==> config.mk <==
export PLATFORM = sky130hd
export DESIGN_NAME = core_req_hold
export DESIGN_NICKNAME = d
export VERILOG_FILES = /design/src/source/soc_bus_pkg.sv /design/src/source/core_req_hold.sv
export VERILOG_INCLUDE_DIRS = /design/src /design/src/source
export SDC_FILE = /design/constraint.sdc
export NUM_CORES = 1
export LEC_CHECK = 0
export BUFFER_PORTS_ARGS = -buffer_cell sky130_fd_sc_hd__buf_2
export CAP_MARGIN = 15
export CORE_UTILIZATION = 30
export CTS_BUF_LIST = sky130_fd_sc_hd__clkbuf_2
export DETAILED_ROUTE_END_ITERATION = 8
export HOLD_SLACK_MARGIN = 0.08
export PLACE_DENSITY = 0.66
export SYNTH_ARGS = -nofsm -noshare
export SYNTH_HDL_FRONTEND = slang
export SYNTH_SLANG_ARGS = --single-unit
==> constraint.sdc <==
create_clock -name clk_i -period 4.9 [get_ports clk_i]
set_input_delay 0.98 -clock clk_i [delete_from_list [all_inputs] [get_ports clk_i]]
set_output_delay 0.98 -clock clk_i [all_outputs]
set_load 0.05 [all_outputs]
==> src/source/soc_bus_cfg.svh <==
`ifndef SOC_BUS_CFG_SVH
`define SOC_BUS_CFG_SVH

//////////////////////////////
// Bus widths
//////////////////////////////
`define SOC_ADDR_WIDTH 32
`define SOC_DATA_WIDTH 32
// One enable per data byte
`define SOC_BE_WIDTH 4

//////////////////////////////
// Memory map
//////////////////////////////
// Bank depth in words, must cover SOC_REGION_BYTES
`define SOC_BANK_WORDS 256
`define SOC_INST_BASE 32'h0000_0000
`define SOC_DATA_BASE 32'h0001_0000
// Region size, bases aligned to it
`define SOC_REGION_BYTES 1024

`endif

==> src/source/soc_bus_pkg.sv <==
`include "soc_bus_cfg.svh"

package soc_bus_pkg;

    // Core side and held request share one layout
    typedef struct packed {
        logic                          req;
        logic                          we;
        logic [`SOC_BE_WIDTH-1:0]      be;
        logic [`SOC_ADDR_WIDTH-1:0]    addr;
        logic [`SOC_DATA_WIDTH-1:0]    wdata;
    } mem_req_t;

    // One response per accepted request
    typedef struct packed {
        logic                          rvalid;
        // Decode miss only
        logic                          err;
        logic [`SOC_DATA_WIDTH-1:0]    rdata;
    } mem_rsp_t;

    // Holding register states
    typedef enum logic [1:0] {
        HOLD_IDLE  = 2'd0,
        // Request on the bus, waiting for a grant
        HOLD_ISSUE = 2'd1,
        // Granted, waiting for rvalid
        HOLD_WAIT  = 2'd2
    } hold_state_e;

endpackage

==> src/source/core_req_hold.sv <==
`timescale 1ns/1ps

module core_req_hold (
    input  logic                   clk_i,
    input  logic                   reset_i,
    // Core side
    input  soc_bus_pkg::mem_req_t  core_req_i,
    output logic                   gnt_o,
    // Bus side
    output soc_bus_pkg::mem_req_t  bus_req_o,
    input  logic                   bus_gnt_i,
    input  logic                   rsp_valid_i
);
    import soc_bus_pkg::*;

    hold_state_e state_q;
    // Copy of the accepted request
    mem_req_t    hold_q;
    logic        accept;

    // Core is granted only with nothing outstanding
    assign gnt_o  = (state_q == HOLD_IDLE);
    assign accept = core_req_i.req & gnt_o;

    //////////////////////////////
    // State register
    //////////////////////////////
    always_ff @(posedge clk_i, posedge reset_i) begin
        if (reset_i) begin
            state_q <= HOLD_IDLE;
        end else begin
            case (state_q)
                HOLD_IDLE:  if (accept) state_q <= HOLD_ISSUE;
                // Replayed until some slave or the miss path grants
                HOLD_ISSUE: if (bus_gnt_i) state_q <= HOLD_WAIT;
                HOLD_WAIT:  if (rsp_valid_i) state_q <= HOLD_IDLE;
                default:    state_q <= HOLD_IDLE;
            endcase
        end
    end

    // Payload capture on accept
    always_ff @(posedge clk_i) begin
        if (accept) begin
            hold_q <= core_req_i;
        end
    end

    // Held fields always visible, strobe only while issuing
    always_comb begin
        bus_req_o     = hold_q;
        bus_req_o.req = (state_q == HOLD_ISSUE);
    end

    //////////////////////////////
    // Checks
    //////////////////////////////
    // Responses arrive only after the grant
    a_rsp_in_wait: assert property (@(posedge clk_i) disable iff (reset_i)
        rsp_valid_i |-> state_q == HOLD_WAIT);

    // Ungranted request is replayed unchanged
    a_issue_stable: assert property (@(posedge clk_i) disable iff (reset_i)
        (state_q == HOLD_ISSUE) && !bus_gnt_i |=> $stable(bus_req_o));

endmodule

==> reports/qor.csv <==
metric,value,unit
clock-pin slew on the worst setup and hold paths,0.17,ns
Worst Tran Pin Value,0.759,ns
Skew-Pair Late Insertion Delay,0.47,ns
Clock Skews,0.0171,ns
reg2reg start,state_q[1],
worst reg2reg endpoint,bus_req_o[25],
Initial Util,31.4,%
# IOs,145,
Resize count post-CTS,0,
Clk pwr share,21.4,%
"Slew Viols, Final",0,
slowest cell delay on critical path,0.46,ns
vias in the first global route,1333,
Area growth syn-to-layout,46.4,%
pwr dens,608,nW/um2
Syn. warnings,0,
CTS Sinks,71,
CTS H-tree lvls,3,
FF-to-FF path depth,3,
Max clock buf depth,2,
Slew HR,49.4,%
Critical-path top delay cell,dfrtp_1,
remaining routing DRC violations,0,
Site Rows,30,
Netlist cell types,10,
First DRT Iteration DRCs,40,
leakage,1.35,nW
ratio of cells with drive above 1 in the final layout,66.4,%
RSZ-0062 raised after global routing,false,
DRT Pass-1 Iters,4,
Combinational Power Share,33.9,%
core box area,6910,um2
root buffer selected by CTS,clkbuf_2,
final period utilization,47.1,%
Area after DPL,3020,um2
global route overflow,0,
setup TNS,0,ns
Psw,773,uW
Worst R2R Setup Slack,2.78,ns
post-synth top area share,95.5,%
crit start category,register,
die width,87.0,um
first-pass GRT wire length,6.18,mm
min Tclk post-route,2.31,ns
Global Route Usage Sum,11.6,%
crit path DAT,1.33,ns
syn nets,154,
post-synthesis sequential area ratio,97.8,%
Port Buffers,144,
part of the power in registers,44.7,%
CP max FO,5,
max-cap violations,0,
leading area contributor after synthesis,edfxtp_1,
ANT cells,0,
Crit. Startpoint,state_q[1],
vias,1343,
critical-path cell list,"nor2_1, buf_2",
Hold Crit Class,in2async,
# hold bufs at CTS,0,
WP data required,3.92,ns
final net count,310,
most frequent cells in the layout,"buf_2, edfxtp_1, clkbuf_2, bufinv_16",
register bit total from synthesis,71,
Routed WL,4.25,mm
CTS tree,done,
Routed Antenna Nets,0,
"commonest non-fill, non-tap cell in the layout",buf_2,
Worst Setup EP,gnt_o,
Finish-stage setup viols,0,
pin count of the biggest net entering global routing,38,
Layout fillers,643,
"top cells by area, synth","edfxtp_1, dfrtp_1, a211oi_1",
Die ar.,7580,um2
WS Path Type,reg2out,
Syn Area/Cell,27.1,um2
outcome,"complete, no violations",
post-CTS setup buffers,0,
sw frac,40.0,%
vias per cell,3.99,
mapped cell area,2170,um2
peak supply drop,0.426,mV
Syn Inst Count,80,
internal power,1.16,mW
global placer's final weighted congestion,0.642,
total CTS buffers,9,
count of final hold-check violations,0,
Fmax,433,MHz
Worst Setup End Kind,output pin,
Routed WL per cell,12.6,um
antenna violations before repair,0,
Die Y-Extent,87.0,um
design area,3180,um2
cells by family after synthesis:
group,Yosys count,share of synthesized area [%]
AO/OA/AOI/OAI,2,0.635
buffers and inverters,1,0.173
flip-flops,71,97.8
AND/OR/NAND/NOR,6,1.38
sequential cells by signal, summed over array words and instances (netlist names):
name	cells
state_q	2
bus_req_o	69
per-stage QoR:
stage               hold WS (ns)  utilization [%]  setup WS [ns]  instances  power (mW)
floorplan                  0.467                -           1.63         80        1.38
global placement           0.487             43.7           2.30        321        1.53
detailed placement         0.502             43.7           2.25        321        1.54
CTS                        0.249             46.0           2.51        337        1.96
global route               0.238             46.0           2.46        337        2.01
finish                     0.328             46.0           2.59        337        1.93
layer usage:
| metal | part of all wire [%] | track usage [%] | wire [um] | vias up |
|---|---|---|---|---|
| li1 | - | - | - | 630 |
| met1 | 39 | 12.6 | 1670 | 610 |
| met2 | 45 | 16.8 | 1930 | 94 |
| met3 | 14 | 7.87 | 579 | 9 |
| met4 | 1.8 | 6.82 | 77 | 0 |
| met5 | 0 | 0 | 0 | - |
critical path, delay by kind of cell, from the launching register on:
family,cells,cell delay [ns]
flops,1,0.46
simple gates,1,0.14
buf+inv,1,0.28
how the worst min path moves through the flow:
stage,start,to,cells after the start
after floorplan,state_q[1],state_q[0],1
after global placement,state_q[1],state_q[0],1
after detailed placement,state_q[1],state_q[0],1
after CTS,reset_i,state_q[0],2
after global routing,reset_i,state_q[1],2
final,reset_i,state_q[0],2
synth_stat cells:
cell	n
inv_1	1
nand2b_1	1
a211oi_1	1
o22ai_1	1
and2_1	1
nor2_1	2
edfxtp_1	69
dfrtp_1	2
nand2_1	1
nor2b_1	1
cell type report:
type,instances,area [um2],area share (%)
clock inverters,7,111,3.51
repair buffers,145,728,22.9
flip-flops and latches,71,2120,66.8
clock buffers,9,45.0,1.42
inverters,1,3.75,0.118
well taps,96,120,3.78
multi-input cells,8,45.0,1.42
power groups by stage:
stage | registers [mW] | logic, mW | clock network [mW]
global placement | 0.877 | 0.655 | 0
floorplan | 1.28 | 0.106 | 0
global route | 0.877 | 0.683 | 0.451
CTS | 0.864 | 0.662 | 0.430
detailed placement | 0.879 | 0.661 | 0
finish | 0.862 | 0.655 | 0.413
(Power assumes the default switching activity.)
