$ cat src/source/soc_bus_cfg.svh
`ifndef SOC_BUS_CFG_SVH
`define SOC_BUS_CFG_SVH

//////////////////////////////
// Bus widths
//////////////////////////////
`define SOC_ADDR_WIDTH 32
`define SOC_DATA_WIDTH 32
// One enable per data byte
`define SOC_BE_WIDTH 4

//////////////////////////////
// Memory map
//////////////////////////////
// Bank depth in words, must cover SOC_REGION_BYTES
`define SOC_BANK_WORDS 256
`define SOC_INST_BASE 32'h0000_0000
`define SOC_DATA_BASE 32'h0001_0000
// Region size, bases aligned to it
`define SOC_REGION_BYTES 1024

`endif

$ cat src/source/soc_bus_pkg.sv
`include "soc_bus_cfg.svh"

package soc_bus_pkg;

    // Core side and held request share one layout
    typedef struct packed {
        logic                          req;
        logic                          we;
        logic [`SOC_BE_WIDTH-1:0]      be;
        logic [`SOC_ADDR_WIDTH-1:0]    addr;
        logic [`SOC_DATA_WIDTH-1:0]    wdata;
    } mem_req_t;

    // One response per accepted request
    typedef struct packed {
        logic                          rvalid;
        // Decode miss only
        logic                          err;
        logic [`SOC_DATA_WIDTH-1:0]    rdata;
    } mem_rsp_t;

    // Holding register states
    typedef enum logic [1:0] {
        HOLD_IDLE  = 2'd0,
        // Request on the bus, waiting for a grant
        HOLD_ISSUE = 2'd1,
        // Granted, waiting for rvalid
        HOLD_WAIT  = 2'd2
    } hold_state_e;

endpackage

$ cat src/source/soc_map_pkg.sv
`include "soc_bus_cfg.svh"

package soc_map_pkg;

    // Slave regions, also the bank index
    typedef enum logic [0:0] {
        REGION_INST = 1'b0,
        REGION_DATA = 1'b1
    } region_e;

    localparam int unsigned REGION_COUNT = 2;

    // Half-open range, end_addr is the first byte past the region
    typedef struct packed {
        logic [`SOC_ADDR_WIDTH-1:0] start_addr;
        logic [`SOC_ADDR_WIDTH-1:0] end_addr;
    } addr_rule_t;

    //////////////////////////////
    // Rule table
    //////////////////////////////
    // Entries in region_e order
    localparam addr_rule_t ADDR_MAP [REGION_COUNT] = '{
        '{start_addr: (`SOC_INST_BASE),
          end_addr:   (`SOC_INST_BASE) + (`SOC_REGION_BYTES)},
        '{start_addr: (`SOC_DATA_BASE),
          end_addr:   (`SOC_DATA_BASE) + (`SOC_REGION_BYTES)}
    };

endpackage

$ cat src/source/bus_addr_decoder.sv
`timescale 1ns/1ps

module bus_addr_decoder (
    input  soc_bus_pkg::mem_req_t                  bus_req_i,
    output logic [soc_map_pkg::REGION_COUNT-1:0]   bank_sel_o,
    output logic                                   miss_o
);
    import soc_map_pkg::*;

    // Per-rule address hit
    logic [REGION_COUNT-1:0] hit;

    //////////////////////////////
    // Range compare
    //////////////////////////////
    always_comb begin
        for (int r = 0; r < REGION_COUNT; r++) begin
            hit[r] = (bus_req_i.addr >= ADDR_MAP[r].start_addr) &&
                     (bus_req_i.addr <  ADDR_MAP[r].end_addr);
        end
    end

    // Selects only for a live request
    always_comb begin
        bank_sel_o = '0;
        if (bus_req_i.req) begin
            bank_sel_o = hit;
        end
    end

    // No rule matched, error path takes it
    assign miss_o = bus_req_i.req && (hit == '0);

    //////////////////////////////
    // Checks
    //////////////////////////////
    // Rule table must not overlap
    always_comb begin
        a_sel_onehot: assert ($onehot0(bank_sel_o))
            else $error("bus_addr_decoder: overlapping regions selected");
    end

endmodule

$ cat config.mk
export PLATFORM = sky130hd
export DESIGN_NAME = bus_addr_decoder
export DESIGN_NICKNAME = d
export VERILOG_FILES = /design/src/source/soc_bus_pkg.sv /design/src/source/soc_map_pkg.sv /design/src/source/bus_addr_decoder.sv
export VERILOG_INCLUDE_DIRS = /design/src /design/src/source
export SDC_FILE = /design/constraint.sdc
export NUM_CORES = 1
export LEC_CHECK = 0
export ABC_AREA = 1
export ABC_CLOCK_PERIOD_IN_PS = 800
export BUFFER_PORTS_ARGS = -buffer_cell sky130_fd_sc_hd__buf_4
export CAP_MARGIN = 25
export CORE_AREA = 3 3 40 42
export DETAILED_ROUTE_END_ITERATION = 8
export DIE_AREA = 0 0 43 45
export GPL_ROUTABILITY_DRIVEN = 0
export PLACE_DENSITY_LB_ADDON = 0.25
export SETUP_SLACK_MARGIN = 0.05
export SYNTH_ARGS = -nofsm -noshare
export SYNTH_HDL_FRONTEND = slang
export SYNTH_SLANG_ARGS = --single-unit
$ cat constraint.sdc
create_clock -name vclk -period 0.8
set_input_delay 0.12 -clock vclk [all_inputs]
set_output_delay 0.12 -clock vclk [all_outputs]
set_load 0.03 [all_outputs]
==> results.ini <==
[pwr]
pwr-share-seq_pct = 0
p_leak_uw = 0.0002223
p_int_uw = 128.7
total_switching_power_uw = 80.65
swShare_pct = 38.52
irDropWorstVdd_uv = 129.9
clkPwrFrac_pct = 0
combPwrFrac_pct = 100.0
pwr_density_cell_nw_per_um2 = 381.2

[run_status]
violations = negative setup slack
outcome = complete, but fails checks

[global_routing]
grt_pass1_vias = 299
grt_first_pass_wirelength_um = 1159
grt_max_degree = 3
grt_usage_pct = 7.143
grt_antenna_before_repair = 0
overflow = 0

[logic_synthesis]
yosys-top-cells-area = nor2_1 (47%), nand2_1 (25%), inv_1 (9.9%)
yosysWarnings = 0
syn_avg_cell_area_sq_um = 4.092
synth_top_cells_by_count = nor2_1 (19), nand2_1 (10), inv_1 (4)
ys_seq_area_share_pct = 0
syn-num-nets = 107
synth.top_cell.area_share_pct = 47.11
synth_area_sq_um = 151.4
yosysMostFrequentCell = nor2_1
synth_cell_types = 7
yosysTopAreaCell = nor2_1
synthCells = 37

[setup_path]
cp_data_required_time_ps = 680
critPathLaunchType = primary input
slowest_stage = nor3_4
worstSetupPathType = primary input to output pin
path_cells = buf_6, nor2_4, nand2_2, nor2_2, nand2_2, nor3_4, buf_6
critPathMaxFanout = 2
arrival_ps = 910
endpoint_kind = output pin
cpPeakStageDelay_ps = 170

[detailed_routing]
post_drt_wl_per_cell_um = 8.564
wirelength_um = 668
viasPerCell = 3.987
ant_nets = 0
drtPass1Iterations = 1
num_vias = 311
drt_iter0_markers = 0
route.detailed.drc = 0

[worst_hold_path]
whs_path_depth = 4
holdPathEnd = miss_o
hold_path.class = primary input to output pin
worstHoldStart = bus_req_i[69]

[placement]
io_buffers = 26
place_area_sq_um = 436.7
dp.cells = 78
hpwl_um = 578.4

[sta]
finalSetupViolCount = 3
rsz0062_at_grt = yes
holdWs_ps = 586.2
tightest_slew_ps = 242.2
relSlewSlack_pct = 83.80
slew_violations = 0
worst_slack_ps = -234.3
fmax_ghz = 0.9669
hold_viol = 0
finalCriticalPeriod_ps = 1034
fin_crit_sh_pct = 129.3

[finish]
layout-drive-gt1-share_pct = 79.37
final-seq-area_sq_um = 0
clkbuf_count = 0
seq_cell_count = 0
area_delta_synth_final_pct = 262.8
insertedDiodeCount = 0
final_area_sq_um = 549.3
fillers = 145
fin_cells = 78
nNetsFinal = 135

[floorplan]
num_rows = 13
die_area_sq_um = 1935
die_h_um = 45
coreArea_sq_um = 1285
fp.dieW_um = 43
io_pins = 73
initial_core_util_pct = 11.78

[clocking]
postCtsSetupBuffers = 0
holdBufCountCts = 0

[flow_run]
drv_cap = 0

metrics by stage:
stage	power (uW)	utilization [%]	setup TNS (ps)	setup slack, ps
global placement	166.8	33.98	-768.4	-315.0
CTS	196.3	39.24	-697.9	-258.4
global route	228.2	42.75	-875.7	-319.1
finish	209.4	42.75	-624.8	-234.3
floorplan	53.22	-	-134.8	-74.02
detailed placement	168.6	33.98	-745.0	-300.3
cells in the final DEF, fill, tap and decap left out:
cell type | Yosys | layout
nand2_1 | 10 | 6
nand3_2 | 0 | 1
buf_6 | 0 | 16
buf_4 | 0 | 10
nand2_2 | 0 | 4
nor3_4 | 0 | 1
nor2_1 | 19 | 2
inv_1 | 4 | 4
nor2_4 | 0 | 12
nand4_1 | 1 | 1
nor2_2 | 1 | 6
worst max-delay path: cells and delay by family:
kind                   cells  cell delay, ps
buffers and inverters      2             240
and+or+nand+nor            5             540
per-layer routing:
layer  vias to the layer above  share of wire [%]  global-route usage [%]
met1                       135                 32                   9.809
li1                        165                  -                       -
met5                         -                  0                       0
met3                         0                9.4                   1.195
met4                         0                  0                       0
met2                        11                 59                   12.57
kinds of logic (layout without fill, tap and decap cells):
group / Yosys count / count (layout) / share of synthesized area, %
simple gates: 33 / 33 / 90.09
buf+inv: 4 / 30 / 9.914
worst max-delay path by stage:
stage,startpoint,to,slack (ps),depth (start not counted)
3_3_place_gp,bus_req_i[54],miss_o,-320,8
2_1_floorplan,bus_req_i[48],bank_sel_o[1],-70,4
3_5_place_dp,bus_req_i[54],miss_o,-300,8
5_1_grt,bus_req_i[63],bank_sel_o[1],-320,7
6_report,bus_req_i[63],bank_sel_o[1],-230,7
4_1_cts,bus_req_i[52],bank_sel_o[1],-260,7
power groups by stage:
stage / clock (uW) / combinational (uW) / sequential, uW
floorplan: 0 / 53.2 / 0
global placement: 0 / 167 / 0
detailed placement: 0 / 169 / 0
CTS: 0 / 196 / 0
global route: 0 / 228 / 0
finish: 0 / 209 / 0
what timing repair did:
| action | in CTS | in global routing |
|---|---|---|
| resized for setup | 17 | 14 |
| endpoints found under the setup margin | 3 | 3 |
| gates cloned | 0 | 0 |
| pin swaps | 14 | 11 |
| hold endpoints to repair | 0 | 0 |
final cells by class:
type	count	area, sq um	share of cell area [%]
Multi-Input combinational cell	33	260.3	47.38
Timing Repair Buffer	26	255.2	46.47
Tap cell	15	18.77	3.417
Inverter	4	15.01	2.733
Power figures use the tool's default switching activity.
