<file path="config.mk">
export PLATFORM = sky130hd
export DESIGN_NAME = bus_resp_mux
export DESIGN_NICKNAME = d
export VERILOG_FILES = /design/src/source/soc_bus_pkg.sv /design/src/source/soc_map_pkg.sv /design/src/source/bus_resp_mux.sv
export VERILOG_INCLUDE_DIRS = /design/src /design/src/source
export SDC_FILE = /design/constraint.sdc
export NUM_CORES = 1
export LEC_CHECK = 0
export BUFFER_PORTS_ARGS = -buffer_cell sky130_fd_sc_hd__buf_2
export CORE_MARGIN = 4
export CORE_UTILIZATION = 25
export CTS_BUF_LIST = sky130_fd_sc_hd__clkbuf_8 sky130_fd_sc_hd__clkbuf_16
export DETAILED_ROUTE_END_ITERATION = 8
export PLACE_DENSITY = 0.86
export SLEW_MARGIN = 20
export SYNTH_ARGS = -nofsm -noshare
export SYNTH_HDL_FRONTEND = slang
export SYNTH_SLANG_ARGS = --single-unit
</file>
<file path="constraint.sdc">
create_clock -name clk_i -period 3.46 [get_ports clk_i]
set_input_delay 0.692 -clock clk_i [delete_from_list [all_inputs] [get_ports clk_i]]
set_output_delay 0.692 -clock clk_i [all_outputs]
set_load 0.02 [all_outputs]
</file>
<file path="src/source/soc_bus_cfg.svh">
`ifndef SOC_BUS_CFG_SVH
`define SOC_BUS_CFG_SVH

//////////////////////////////
// Bus widths
//////////////////////////////
`define SOC_ADDR_WIDTH 32
`define SOC_DATA_WIDTH 32
// One enable per data byte
`define SOC_BE_WIDTH 4

//////////////////////////////
// Memory map
//////////////////////////////
// Bank depth in words, must cover SOC_REGION_BYTES
`define SOC_BANK_WORDS 256
`define SOC_INST_BASE 32'h0000_0000
`define SOC_DATA_BASE 32'h0001_0000
// Region size, bases aligned to it
`define SOC_REGION_BYTES 1024

`endif

</file>
<file path="src/source/soc_bus_pkg.sv">
`include "soc_bus_cfg.svh"

package soc_bus_pkg;

    // Core side and held request share one layout
    typedef struct packed {
        logic                          req;
        logic                          we;
        logic [`SOC_BE_WIDTH-1:0]      be;
        logic [`SOC_ADDR_WIDTH-1:0]    addr;
        logic [`SOC_DATA_WIDTH-1:0]    wdata;
    } mem_req_t;

    // One response per accepted request
    typedef struct packed {
        logic                          rvalid;
        // Decode miss only
        logic                          err;
        logic [`SOC_DATA_WIDTH-1:0]    rdata;
    } mem_rsp_t;

    // Holding register states
    typedef enum logic [1:0] {
        HOLD_IDLE  = 2'd0,
        // Request on the bus, waiting for a grant
        HOLD_ISSUE = 2'd1,
        // Granted, waiting for rvalid
        HOLD_WAIT  = 2'd2
    } hold_state_e;

endpackage

</file>
<file path="src/source/soc_map_pkg.sv">
`include "soc_bus_cfg.svh"

package soc_map_pkg;

    // Slave regions, also the bank index
    typedef enum logic [0:0] {
        REGION_INST = 1'b0,
        REGION_DATA = 1'b1
    } region_e;

    localparam int unsigned REGION_COUNT = 2;

    // Half-open range, end_addr is the first byte past the region
    typedef struct packed {
        logic [`SOC_ADDR_WIDTH-1:0] start_addr;
        logic [`SOC_ADDR_WIDTH-1:0] end_addr;
    } addr_rule_t;

    //////////////////////////////
    // Rule table
    //////////////////////////////
    // Entries in region_e order
    localparam addr_rule_t ADDR_MAP [REGION_COUNT] = '{
        '{start_addr: (`SOC_INST_BASE),
          end_addr:   (`SOC_INST_BASE) + (`SOC_REGION_BYTES)},
        '{start_addr: (`SOC_DATA_BASE),
          end_addr:   (`SOC_DATA_BASE) + (`SOC_REGION_BYTES)}
    };

endpackage

</file>
<file path="src/source/bus_resp_mux.sv">
`timescale 1ns/1ps

module bus_resp_mux (
    input  logic                                                    clk_i,
    input  logic                                                    reset_i,
    input  logic [soc_map_pkg::REGION_COUNT-1:0]                    bank_gnt_i,
    input  soc_bus_pkg::mem_rsp_t [soc_map_pkg::REGION_COUNT-1:0]   bank_rsp_i,
    input  logic                                                    miss_i,
    output logic                                                    bus_gnt_o,
    output soc_bus_pkg::mem_rsp_t                                   rsp_o
);
    import soc_map_pkg::*;

    // Error response pending for the next cycle
    logic                    miss_q;
    // One bit per response source
    logic [REGION_COUNT:0]   src_valid;

    // Miss is granted here, no slave sees it
    assign bus_gnt_o = (|bank_gnt_i) | miss_i;

    always_ff @(posedge clk_i, posedge reset_i) begin
        if (reset_i) begin
            miss_q <= 1'b0;
        end else begin
            miss_q <= miss_i;
        end
    end

    //////////////////////////////
    // Response select
    //////////////////////////////
    always_comb begin
        rsp_o = '0;
        for (int r = 0; r < REGION_COUNT; r++) begin
            src_valid[r] = bank_rsp_i[r].rvalid;
            if (bank_rsp_i[r].rvalid) begin
                rsp_o = bank_rsp_i[r];
            end
        end
        src_valid[REGION_COUNT] = miss_q;
        // Decode error, zero data
        if (miss_q) begin
            rsp_o.rvalid = 1'b1;
            rsp_o.err    = 1'b1;
            rsp_o.rdata  = '0;
        end
    end

    // Single outstanding request upstream
    a_one_source: assert property (@(posedge clk_i) disable iff (reset_i)
        $onehot0(src_valid));

endmodule

</file>
==> summary.md <==
| Metric | Value |
|---|---|
| Peak VDD IR | `0.09923 mV` |
| Total global-route track usage | `0.1682` |
| Fin crit period | `2.681 ns` |
| Status | `completed` |
| Cell mode on critical path | `buf_2` |
| Reg with most FFs | `miss_q` |
| CP required | `2.77 ns` |
| # hold bufs at CTS | `0` |
| Die W | `52.01 um` |
| Seq cells post-synth | `1` |
| CP Data Arrival Time | `1.99 ns` |
| Worst slew pin tran | `0.8973 ns` |
| Share of the synthesized area in the top cell type | `0.4341` |
| Clock-pin slew on the worst setup and hold paths | `0 ns` |
| Area Growth Syn to Fin | `105.7%` |
| WL/cell | `15.14 um` |
| # setup viols final | `0` |
| N_diodes | `0` |
| Crit-path slowest cell | `nor2b_2` |
| Startpoint types | `primary input` |
| RSZ-0062 raised after global routing | `false` |
| DRC Markers | `0` |
| Final hold vios | `0` |
| Starting Density | `0.2716` |
| Placer's final routability congestion estimate | `0.6928` |
| Slowest Stage Delay on Critical Path | `0.49 ns` |
| Crit path cell chain | `buf_2, nor2b_2, buf_4, a32o_1, buf_2` |
| HP Class | `primary input to async pin` |
| Critical path class | `primary input to output port` |
| Syn Area/Cell | `9.136 um^2` |
| Critical Path Sink Type | `output port` |
| Peak Freq | `373.0 MHz` |
| Largest net degree at the start of global routing | `32` |
| Die Y | `52.01 um` |
| Pleak | `0.6236 nW` |
| Tot Pwr | `0.1537 mW` |
| CP delay by family, top | `buffers and inverters` |
| Post-CTS Setup Inserts | `0` |
| Synth top area cells | `a32o_1 43%, a32o_2 23%, buf_6 7.0%` |
| Biggest regs | `miss_q x1` |
| Area leader, netlist | `a32o_1` |
| Antenna Nets Post-Route | `0` |
| Net total in the final layout | `227` |
| Row Count | `15` |
| Filler cell count | `176` |
| Gate Count Post-Synth | `53` |
| DR vias | `904` |
| Register area share after synthesis | `0.05168` |
| Detail-routed via count per cell | `5.107` |
| Mapped Area | `484.2 um^2` |
| Core area | `1783 um^2` |
| Die ar. | `2705 um^2` |
| Slew Limit Fails | `0` |
| Vias in the first global route | `841` |
| First-pass GRT wire length | `3.746 mm` |
| PortBufs | `107` |
| PostCTS Resize Cnt | `0` |
| Total gr overflow | `0` |
| Initial DRT Pass Iterations | `6` |
| Max reg flops | `1` |
| Routed wire length | `2.679 mm` |
| Initial antenna violation count | `0` |
| Yosys warnings | `0` |
| Layout cells sized above 1 | `0.7961` |
| Placed Cells | `177` |
| Buf/Inv on CP | `3` |
| Unique masters post-synth | `15` |
| I/O pin cnt | `108` |
| Total negative slack | `0 ns` |
| Crit path max fanout | `17` |
| DRT iter0 DRCs | `20` |
| Dpl hpwl | `2.185 mm` |
| PD cells | `154.3 nW/um^2` |
| Final Cycle Share | `0.7749` |
| FF+latch area | `25.02 um^2` |
| Max cap viols | `0` |
| Slew HR | `0.4012` |
| Layout Cells excl Fill | `177` |
| Area of the multi-input gates | `389.1 um^2` |
| Mapped Nets | `126` |
## cells by family (layout without fill, tap and decap cells)
| group | count (synthesis) | after routing | synth area share |
|---|---|---|---|
| AND/OR/NAND/NOR | 7 | 7 | 0.1060 |
| buffers and inverters | 11 | 110 | 0.1447 |
| flip-flops | 1 | 1 | 0.05167 |
| AO/OA/AOI/OAI | 34 | 34 | 0.6977 |
## placed cells by master, fill, tap and decap left out
cell      synthesis  final
a21oi_1           2      2
a32o_1           21     21
a32o_2           10     10
buf_2             5    107
buf_4             0      1
dfrtp_1           1      1
inv_1             2      2
nand2_1           2      2
nand3b_1          1      1
nor2b_2           1      1
nor2b_4           1      1
o21ai_0           1      1
or3_1             1      1
or3_2             1      1
## synth_stat cells
cell type  instances
or3_1              1
buf_2              5
a32o_1            21
a32o_2            10
buf_6              3
clkbuf_1           1
dfrtp_1            1
nand3b_1           1
o21ai_0            1
a21oi_1            2
nor2b_4            1
or3_2              1
nand2_1            2
nor2b_2            1
inv_1              2
## per-layer routing
layer  GRT usage  share of wire  routed length (um)  vias to the layer above
li1            -              -                   -                      446
met1      0.2085           0.37                 995                      421
met2      0.3285           0.56                1511                       37
met3    0.008596          0.064                 172                        0
met4    0.004367              0                   0                        0
met5           0              0                   0                        -
## final cells by class
cell class | instances | area share
timing repair buffer | 108 | 0.5452
multi-input combinational | 41 | 0.3907
tap | 25 | 0.03141
sequential | 1 | 0.02513
inverter | 2 | 0.007538
## final timing paths
| path | cells after the start | slack [ns] | endpoint | startpoint |
|---|---|---|---|---|
| setup / recovery | 5 | 0.78 | rsp_o[17] | bank_rsp_i[33] |
| hold / removal | 2 | 0.53 | miss_q | reset_i |
| max in group asynchronous | 2 | 2.84 | miss_q | reset_i |
| min in group clk_i | 1 | 0.81 | miss_q | miss_i |
## through the flow
| step | setup WS [ns] | instance area (um^2) | utilization | hold WS (ns) |
|---|---|---|---|---|
| finish | 0.7789 | 996.0 | 0.5586 | 0.5260 |
| global route | 0.6439 | 996.0 | 0.5586 | 0.5312 |
| CTS | 0.7438 | 996.0 | 0.5586 | 0.5260 |
| detailed placement | 0.7453 | 996.0 | 0.5586 | 0.5260 |
| global placement | 0.8556 | 996.0 | 0.5586 | 0.5260 |
| floorplan | 1.418 | 484.2 | - | 0.4207 |
## report_power, final
part / switching [mW] / internal, mW
clock: 0 / 0
combinational: 0.0747 / 0.0653
sequential: 0.00113 / 0.0125
total: 0.0759 / 0.0778
(Power assumes the default switching activity.)
